[src/verilog/qbuf_pkg.sv]
// Packet buffer shared definitions
// Sizes, vector types and the structs passed between the buffer blocks
package qbuf_pkg;

    // Sizes
    localparam int data_bytes      = 4;
    localparam int words_per_page  = 4;
    localparam int num_pages       = 16;
    localparam int num_queues      = 4;
    localparam int queues_per_port = 2;
    localparam int mem_depth       = num_pages * words_per_page;

    // Queue q starts on pages 2q and 2q+1, the rest are free
    localparam int first_free_page = 2 * num_queues;
    localparam int init_free_pages = num_pages - first_free_page;
    localparam int word_count_w    = $clog2(mem_depth) + 1;

    typedef logic [8*data_bytes-1:0]                       word_t;
    typedef logic [data_bytes-1:0]                         keep_t;
    typedef logic [$clog2(data_bytes)-1:0]                 keep_code_t;
    typedef logic [$clog2(num_pages)-1:0]                  page_t;
    typedef logic [$clog2(words_per_page)-1:0]             offset_t;
    typedef logic [$clog2(num_queues)-1:0]                 queue_id_t;
    typedef logic [$clog2(num_queues/queues_per_port)-1:0] port_t;
    typedef logic [$clog2(data_bytes):0]                   byte_count_t;
    typedef logic [$clog2(num_pages):0]                    page_count_t;

    // AXI4-Lite response codes
    localparam logic [1:0] resp_okay   = 2'b00;
    localparam logic [1:0] resp_slverr = 2'b10;

    typedef struct packed {
        logic      valid;
        word_t     data;
        keep_t     keep;
        logic      last;
        queue_id_t qid;
    } enq_word_t;

    typedef struct packed {
        page_t   page;
        offset_t offset;
    } mem_addr_t;

    typedef struct packed {
        logic      arvalid;
        queue_id_t araddr;
    } axil_ar_t;

    typedef struct packed {
        logic       rvalid;
        logic [1:0] rresp;
        mem_addr_t  rdata;
    } axil_r_t;

    typedef struct packed {
        logic      valid;
        queue_id_t qid;
    } deq_req_t;

    typedef struct packed {
        logic  valid;
        word_t data;
        keep_t keep;
        logic  last;
        port_t port;
    } word_out_t;

    typedef struct packed {
        logic        valid;
        queue_id_t   qid;
        byte_count_t bytes;
        logic        last;
    } deq_notice_t;

    typedef struct packed {
        logic  valid;
        page_t page;
    } page_release_t;

endpackage

[src/verilog/page_free_list.sv]
// Free page list
// Circular FIFO of unused page numbers, popped on allocation and pushed on release
`timescale 1ns/1ps

module page_free_list
    import qbuf_pkg::*;
(
    input  logic          packet_in,
    input  logic          rst_n,
    input  logic          pop,
    output page_t         pop_page,
    input  page_release_t release_req,
    output page_count_t   free_pages
);

    typedef logic [$clog2(num_pages)-1:0] slot_t;

    page_t fifo [num_pages];
    slot_t rd_ptr;
    slot_t wr_ptr;

    // Head entry is always visible so the allocator takes it without a wait
    assign pop_page = fifo[rd_ptr];

    always_ff @(posedge packet_in) begin
        if (!rst_n) begin
            rd_ptr     <= '0;
            wr_ptr     <= slot_t'(init_free_pages);
            free_pages <= page_count_t'(init_free_pages);
            for (int i = 0; i < init_free_pages; i++) begin
                fifo[i] <= page_t'(first_free_page + i);
            end
        end else begin
            if (pop) begin
                rd_ptr <= rd_ptr + 1'b1;
            end
            if (release_req.valid) begin
                fifo[wr_ptr] <= release_req.page;
                wr_ptr       <= wr_ptr + 1'b1;
            end
            // Simultaneous push and pop cancel out
            free_pages <= free_pages + page_count_t'(release_req.valid) - page_count_t'(pop);
        end
    end

endmodule

[src/verilog/queue_pointer_table.sv]
// Queue pointer table
// Per-queue head/tail/spare pages, page links, write addresses and head-pointer reads
`timescale 1ns/1ps

module queue_pointer_table
    import qbuf_pkg::*;
(
    input  logic      packet_in,
    input  logic      rst_n,
    input  enq_word_t enq,
    output mem_addr_t wr_addr,
    input  axil_ar_t  ar,
    output axil_r_t   r,
    output logic      alloc,
    input  page_t     alloc_page
);

    typedef enum logic {
        idle,
        respond
    } rd_state_t;

    typedef logic [word_count_w-1:0] word_count_t;

    mem_addr_t   tail  [num_queues];
    mem_addr_t   head  [num_queues];
    page_t       spare [num_queues];
    word_count_t count [num_queues];
    page_t       link  [num_pages];

    logic                  page_turn;
    logic                  enq_d_valid;
    queue_id_t             enq_d_qid;
    logic                  rd_hit;
    mem_addr_t             head_sel;
    logic [num_queues-1:0] cnt_inc;
    logic [num_queues-1:0] cnt_dec;
    rd_state_t             state;
    logic [1:0]            resp_q;
    mem_addr_t             addr_q;

    ////////////////////////////////////////////////////////////////////////////
    // Tail side

    assign wr_addr   = tail[enq.qid];
    assign page_turn = enq.valid && (wr_addr.offset == offset_t'(words_per_page - 1));
    assign alloc     = page_turn;

    always_ff @(posedge packet_in) begin
        if (!rst_n) begin
            for (int q = 0; q < num_queues; q++) begin
                tail[q]  <= '{page: page_t'(2 * q), offset: '0};
                spare[q] <= page_t'(2 * q + 1);
            end
        end else if (enq.valid) begin
            if (page_turn) begin
                // Continue on the spare, refill it from the free list
                tail[enq.qid]  <= '{page: spare[enq.qid], offset: '0};
                spare[enq.qid] <= alloc_page;
            end else begin
                tail[enq.qid] <= '{page: wr_addr.page, offset: wr_addr.offset + 1'b1};
            end
        end
    end

    always_ff @(posedge packet_in) begin
        if (page_turn) begin
            link[wr_addr.page] <= spare[enq.qid];
        end
    end

    ////////////////////////////////////////////////////////////////////////////
    // Word counts

    // Count rises one cycle after the table sees the word, when memory commits it
    always_ff @(posedge packet_in) begin
        if (!rst_n) begin
            enq_d_valid <= 1'b0;
        end else begin
            enq_d_valid <= enq.valid;
            enq_d_qid   <= enq.qid;
        end
    end

    always_comb begin
        for (int q = 0; q < num_queues; q++) begin
            cnt_inc[q] = enq_d_valid && (enq_d_qid == queue_id_t'(q));
            cnt_dec[q] = rd_hit && (ar.araddr == queue_id_t'(q));
        end
    end

    always_ff @(posedge packet_in) begin
        if (!rst_n) begin
            for (int q = 0; q < num_queues; q++) begin
                count[q] <= '0;
            end
        end else begin
            for (int q = 0; q < num_queues; q++) begin
                count[q] <= count[q] + word_count_t'(cnt_inc[q]) - word_count_t'(cnt_dec[q]);
            end
        end
    end

    ////////////////////////////////////////////////////////////////////////////
    // Head side and AXI4-Lite read channel

    assign head_sel = head[ar.araddr];
    assign rd_hit   = ar.arvalid && (count[ar.araddr] != '0);

    always_ff @(posedge packet_in) begin
        if (!rst_n) begin
            state <= idle;
            for (int q = 0; q < num_queues; q++) begin
                head[q] <= '{page: page_t'(2 * q), offset: '0};
            end
        end else begin
            state <= ar.arvalid ? respond : idle;
            if (rd_hit) begin
                if (head_sel.offset == offset_t'(words_per_page - 1)) begin
                    head[ar.araddr] <= '{page: link[head_sel.page], offset: '0};
                end else begin
                    head[ar.araddr] <= '{page: head_sel.page, offset: head_sel.offset + 1'b1};
                end
            end
        end
    end

    // Empty queue answers SLVERR and leaves everything alone
    always_ff @(posedge packet_in) begin
        if (ar.arvalid) begin
            resp_q <= rd_hit ? resp_okay : resp_slverr;
            addr_q <= head_sel;
        end
    end

    assign r.rvalid = (state == respond);
    assign r.rresp  = resp_q;
    assign r.rdata  = addr_q;

endmodule

[src/verilog/queue_word_memory.sv]
// Queue word memory
// Paged data and byte-length storage with enqueue write and dequeue read pipelines
`timescale 1ns/1ps

module queue_word_memory
    import qbuf_pkg::*;
(
    input  logic          packet_in,
    input  logic          rst_n,
    input  enq_word_t     enq,
    input  mem_addr_t     wr_addr,
    input  deq_req_t      deq_req,
    output axil_ar_t      ar,
    input  axil_r_t       r,
    output word_out_t     word_out,
    output deq_notice_t   deq_notice,
    output page_release_t page_release
);

    typedef struct packed {
        keep_code_t code;
        logic       last;
    } len_entry_t;

    word_t      data_mem [mem_depth];
    len_entry_t len_mem  [mem_depth];

    logic       wr_en;
    mem_addr_t  wr_addr_q;
    word_t      wr_data_q;
    len_entry_t wr_len_q;

    queue_id_t  qid_dly [2];
    logic       rd_ok;
    logic       rd_valid_q;
    word_t      rd_data_q;
    len_entry_t rd_len_q;

    ////////////////////////////////////////////////////////////////////////////
    // Byte mask coding

    // Full mask maps to zero, otherwise the number of low valid bytes
    function automatic keep_code_t encode_keep(keep_t keep);
        keep_code_t code;
        code = '0;
        for (int i = data_bytes - 1; i >= 1; i--) begin
            if (!keep[i]) begin
                code = keep_code_t'(i);
            end
        end
        return code;
    endfunction

    function automatic keep_t decode_keep(keep_code_t code);
        keep_t keep;
        keep = '1;
        if (code != '0) begin
            for (int i = 0; i < data_bytes; i++) begin
                keep[i] = (i < int'(code));
            end
        end
        return keep;
    endfunction

    function automatic byte_count_t code_to_bytes(keep_code_t code);
        return (code == '0) ? byte_count_t'(data_bytes) : byte_count_t'(code);
    endfunction

    ////////////////////////////////////////////////////////////////////////////
    // Enqueue, two stages

    always_ff @(posedge packet_in) begin
        if (!rst_n) begin
            wr_en <= 1'b0;
        end else begin
            wr_en <= enq.valid;
        end
    end

    always_ff @(posedge packet_in) begin
        wr_addr_q <= wr_addr;
        wr_data_q <= enq.data;
        wr_len_q  <= '{code: encode_keep(enq.keep), last: enq.last};
        if (wr_en) begin
            data_mem[wr_addr_q] <= wr_data_q;
            len_mem[wr_addr_q]  <= wr_len_q;
        end
    end

    ////////////////////////////////////////////////////////////////////////////
    // Dequeue

    assign rd_ok = r.rvalid && (r.rresp == resp_okay);

    always_ff @(posedge packet_in) begin
        if (!rst_n) begin
            ar.arvalid         <= 1'b0;
            rd_valid_q         <= 1'b0;
            page_release.valid <= 1'b0;
            word_out.valid     <= 1'b0;
            deq_notice.valid   <= 1'b0;
        end else begin
            // Head pointer fetch
            ar.arvalid <= deq_req.valid;
            ar.araddr  <= deq_req.qid;
            qid_dly[0] <= ar.araddr;
            qid_dly[1] <= qid_dly[0];

            // Page is done once its last word has been read
            rd_valid_q         <= rd_ok;
            page_release.valid <= rd_ok && (r.rdata.offset == offset_t'(words_per_page - 1));
            page_release.page  <= r.rdata.page;

            word_out.valid   <= rd_valid_q;
            word_out.data    <= rd_data_q;
            word_out.keep    <= decode_keep(rd_len_q.code);
            word_out.last    <= rd_len_q.last;
            word_out.port    <= port_t'(qid_dly[1] / queues_per_port);

            deq_notice.valid <= rd_valid_q;
            deq_notice.qid   <= qid_dly[1];
            deq_notice.bytes <= code_to_bytes(rd_len_q.code);
            deq_notice.last  <= rd_len_q.last;
        end
    end

    // First read register straight off the memories
    always_ff @(posedge packet_in) begin
        rd_data_q <= data_mem[r.rdata];
        rd_len_q  <= len_mem[r.rdata];
    end

endmodule

[src/verilog/qbuf_top.sv]
// Packet buffer top level
// Free list, pointer table and word memory of the egress queue stage
`timescale 1ns/1ps

module qbuf_top
    import qbuf_pkg::*;
(
    input  logic        packet_in,
    input  logic        rst_n,
    input  enq_word_t   enq,
    input  deq_req_t    deq_req,
    output word_out_t   word_out,
    output deq_notice_t deq_notice,
    output page_count_t free_pages
);

    mem_addr_t     wr_addr;
    axil_ar_t      ar;
    axil_r_t       r;
    logic          alloc;
    page_t         alloc_page;
    page_release_t page_release;

    page_free_list u_free_list (
        .packet_in   (packet_in),
        .rst_n       (rst_n),
        .pop         (alloc),
        .pop_page    (alloc_page),
        .release_req (page_release),
        .free_pages  (free_pages)
    );

    queue_pointer_table u_pointer_table (
        .packet_in  (packet_in),
        .rst_n      (rst_n),
        .enq        (enq),
        .wr_addr    (wr_addr),
        .ar         (ar),
        .r          (r),
        .alloc      (alloc),
        .alloc_page (alloc_page)
    );

    queue_word_memory u_word_memory (
        .packet_in    (packet_in),
        .rst_n        (rst_n),
        .enq          (enq),
        .wr_addr      (wr_addr),
        .deq_req      (deq_req),
        .ar           (ar),
        .r            (r),
        .word_out     (word_out),
        .deq_notice   (deq_notice),
        .page_release (page_release)
    );

endmodule

[config.mk]
export PLATFORM = sky130hd
export DESIGN_NAME = qbuf_top
export DESIGN_NICKNAME = d
export VERILOG_FILES = /design/src/verilog/qbuf_pkg.sv /design/src/verilog/page_free_list.sv /design/src/verilog/queue_pointer_table.sv /design/src/verilog/queue_word_memory.sv /design/src/verilog/qbuf_top.sv
export SDC_FILE = /design/constraint.sdc
export NUM_CORES = 2
export LEC_CHECK = 0
export ABC_AREA = 1
export BUFFER_PORTS_ARGS = -buffer_cell sky130_fd_sc_hd__buf_4
export CAP_MARGIN = 20
export CORE_MARGIN = 4
export CORE_UTILIZATION = 45
export DETAILED_ROUTE_END_ITERATION = 12
export PLACE_DENSITY = 0.67
export SLEW_MARGIN = 40
export SYNTH_ARGS = -nofsm -noshare
export SYNTH_HDL_FRONTEND = slang
export SYNTH_SLANG_ARGS = --single-unit
[constraint.sdc]
create_clock -name packet_in -period 3.2 [get_ports packet_in]
set_clock_uncertainty 0.15 [all_clocks]
set_input_delay 0.32 -clock packet_in [delete_from_list [all_inputs] [get_ports packet_in]]
set_output_delay 0.32 -clock packet_in [all_outputs]
set_load 0.02 [all_outputs]
==> reports/results.ini <==
[sta]
finalMaxSlewViolations = 0
fmax_mhz = 335
tightest_slew_ns = 0.840
finalHoldViolCount = 0
finalWorstSetupSlack_ns = 0.217
layout_min_cycle_time_ns = 2.98
max_slew_margin = 0.440
finalSetupViolations = 0
finalCritPeriodShare = 0.932

[synthesis]
synth-edff-count = 2492
ys_ff_latch = 2621
yosys.area.top_type_share = 0.727
async_reset_ff_frac = 0
synthCells = 8040
synth-seq-area-share = 0.752
yosysWarnings = 0
yosysUniqueCellTypes = 44
synth_area_leaders = edfxtp_1 73%, o21ai_0 5.4%, nor2_1 4.8%, o22ai_1 3.4%, nand2_1 2.9%
postSynthAreaPerCell_um2 = 12.8
yosys_most_used_dff = edfxtp_1
synth_area_leader_cell = edfxtp_1
synthesis.nets = 8130
syn_area_um2 = 103000

[placement]
io_buffers = 94
dp_hpwl_um = 155000
dpl_cell_area_um2 = 110000
gp_congestion = 0.823
pre_cts_ws_ns = 0.0291

[drt]
routedWlPerCell_um = 24.9
first_pass_iters = 7
wl_um = 287000
drt_iter0_drc = 8943
drc = 0
detailroute.via_count = 68100
avgViaCountPerCell = 5.91
ant_nets = 0

[status]
status = finished clean

[grt]
grt_max_degree = 101
grt_util_met3 = 0.0419
grtUsageTotal = 0.237
grt-busiest-layer = met2
met1_usage = 0.313
gr-total-overflow = 0
antenna_found_initial = 7
grt_util_met2 = 0.383
grt_pass1_wl_um = 420000
grt_pass1_vias = 66200

[floorplanning]
dieWidth_um = 486
coreArea_um2 = 227000
num_rows = 175
start_util = 0.452
die_y_um = 486
die_area_um2 = 236000
pin_count = 96

[pwr]
power_density_nw_per_um2 = 636
p_leak_uw = 0.0397
vdd_drop_max_uv = 560

[final_layout]
syn_to_final_growth_pct = 16.0
fin_nets = 8403
drive_above_1_share = 0.111
fin_area_um2 = 119000
post-route-util = 0.525
fill_cells = 18300

[setup_path]
worst-setup-path-type = flip-flop to flip-flop
path_max_fanout = 75
cp_cell_sequence = buf_12 > buf_12 > buf_4 > o21ai_0 > o22ai_1 > nand2_1 > nand3_1 > nand3_1 > a21oi_1 > or2_1
path_delay_family = buffers and inverters
crit_arrival_ns = 3.70
reg2reg_depth = 10
r2r_slack_ns = 0.22
worstPathRequired_ns = 3.92
r2r-end = u_word_memory.rd_data_q[8]
critPathMaxStageDelay_ns = 0.57
cp_slowest_cell = edfxtp_1
start_kind = flip-flop
end_kind = flip-flop
cp_num_buf_inv = 3
r2r_start = u_pointer_table.r[1]

[worst_hold_path]
worstHoldStart = enq[8]
holdPathEnd = u_word_memory.wr_data_q[1]
whs_path_depth = 2
hold_path.class = input port to flip-flop

[clocking]
cts_buffer_depth = 4
clk_pin_slew_ns = 0.06
h-tree-depth = 5
numCtsBuffers = 278
cts.sinks = 2621
cts-root-buf = clkbuf_16
cts_tree = yes
clk_latency_ns = 0.93

[flow_run]
drv_cap = 0

==> layout make-up <==
| cell class | count | area [µm²] | area share |
|---|---|---|---|
| inverters | 199 | 795 | 0.00666 |
| flip-flops and latches | 2621 | 77500 | 0.649 |
| multi-input cells | 4693 | 22700 | 0.191 |
| clock buffers | 366 | 7650 | 0.0641 |
| well taps | 3009 | 3760 | 0.0315 |
| repair buffers | 520 | 5790 | 0.0485 |
| diodes | 6 | 15.0 | 0.000126 |
| clock inverters | 109 | 1130 | 0.00943 |
==> registers in the layout (all words and copies together), names as in the netlist, 2 cells and up, named ones only <==
signal,cells
u_word_memory.len_mem,192
u_free_list.free_pages,5
u_word_memory.deq_notice,6
u_pointer_table.spare,16
u_word_memory.page_release,5
u_word_memory.rd_len_q,3
u_word_memory.data_mem,2048
u_free_list.rd_ptr,4
u_word_memory.rd_data_q,32
u_pointer_table.link,64
u_pointer_table.head,24
u_word_memory.word_out,36
u_word_memory.wr_addr_q,6
u_pointer_table.enq_d_qid,2
u_word_memory.ar,3
u_word_memory.wr_data_q,32
u_pointer_table.tail,24
u_free_list.fifo,64
u_pointer_table.count,28
u_word_memory.wr_len_q,3
u_word_memory.qid_dly,4
u_free_list.wr_ptr,4
u_pointer_table.r,6
==> routing by layer <==
layer / part of all wire / up-vias
met5: 0 / -
met4: 0.048 / 0
met3: 0.10 / 669
met2: 0.47 / 3752
met1: 0.38 / 33700
li1: - / 30000
==> cell usage in the layout (no fill, tap or decap), types with 6 or more instances in the layout <==
cell	Yosys	layout
nor3_1	16	16
o21ai_1	98	103
ha_1	40	39
nand3_1	503	500
inv_1	189	186
nor2_4	1	65
edfxtp_1	2492	2492
clkbuf_16	0	288
o22ai_1	566	566
clkinv_1	4	39
or2_1	32	32
mux2i_1	16	16
dfxtp_1	129	94
nor2_1	1324	1260
clkinvlp_4	0	11
clkinv_2	0	36
nand2_1	791	791
bufinv_16	0	23
dfxtp_4	0	11
nand4_1	8	8
buf_4	36	304
dlygate4sd3_1	0	81
nand3b_1	7	7
o211ai_1	25	25
diode_2	0	6
clkbuf_1	312	63
clkbuf_8	0	15
o21ai_0	1108	1101
a21oi_1	123	119
buf_12	1	134
dfxtp_2	0	24
==> power breakdown <==
| group | internal (µW) | switching (µW) | leakage, µW |
|---|---|---|---|
| Sequential | 38000 | 489 | 0.0236 |
| Clock | 18600 | 12800 | 0.00427 |
| Combinational | 1960 | 4060 | 0.0118 |
| Total | 58600 | 17300 | 0.0397 |
==> per-stage QoR <==
step                total power [µW]  hold slack [ns]  setup TNS [ns]  cells
floorplan                      42600            0.198               0   8040
global placement               44900            0.240               0  11000
detailed placement             45000            0.239               0  11000
CTS                            76200          0.00130               0  11500
global route                   78300           0.0204         -0.0907  11500
finish                         75900           0.0352               0  11500
==> synthesized netlist by cell type (3+ instances only) <==
cell type  count
edfxtp_1    2492
nor2_1      1324
o21ai_0     1108
nand2_1      791
o22ai_1      566
nand3_1      503
clkbuf_1     312
inv_1        189
dfxtp_1      129
a21oi_1      123
o21ai_1       98
buf_2         81
buf_1         58
ha_1          40
buf_4         36
buf_6         35
or2_1         32
o211ai_1      25
mux2i_1       16
nor3_1        16
nand4_1        8
nand3b_1       7
fa_1           5
inv_2          5
xor2_1         5
clkinv_1       4
nand2_2        4
a21o_1         3
or2_2          3
xnor2_1        3
==> logic make-up after synthesis <==
logic type / after synthesis / share of synthesized area
multiplexers: 16 / 0.00156
flip-flops: 2621 / 0.752
other: 1 / 0.0000364
adder cells (fa/ha/maj): 45 / 0.00584
XOR/XNOR: 8 / 0.000681
AO/OA/AOI/OAI: 1928 / 0.101
AND/OR/NAND/NOR: 2695 / 0.106
buffers and inverters: 726 / 0.0318
==> timing repair <==
action / 4_1_cts / 5_1_grt
hold buffers: 81 / 0
setup endpoints to repair: 0 / 5
endpoints found under the hold margin: 258 / 0
gates resized for setup: 0 / 18
setup buffers: 0 / 3
==> worst max-delay path by stage <==
stage / start / endpoint / cells past startpoint
floorplan: enq[0] / u_free_list.free_pages[4] / 15
global placement: enq[0] / u_free_list.free_pages[4] / 15
detailed placement: enq[0] / u_free_list.free_pages[4] / 15
CTS: flip-flop / u_pointer_table.count[0][6] / 21
global route: flip-flop / u_pointer_table.count[0][6] / 22
finish: u_pointer_table.r[1] / u_word_memory.rd_data_q[8] / 10
Note: power is estimated with default switching activity, not from simulation.
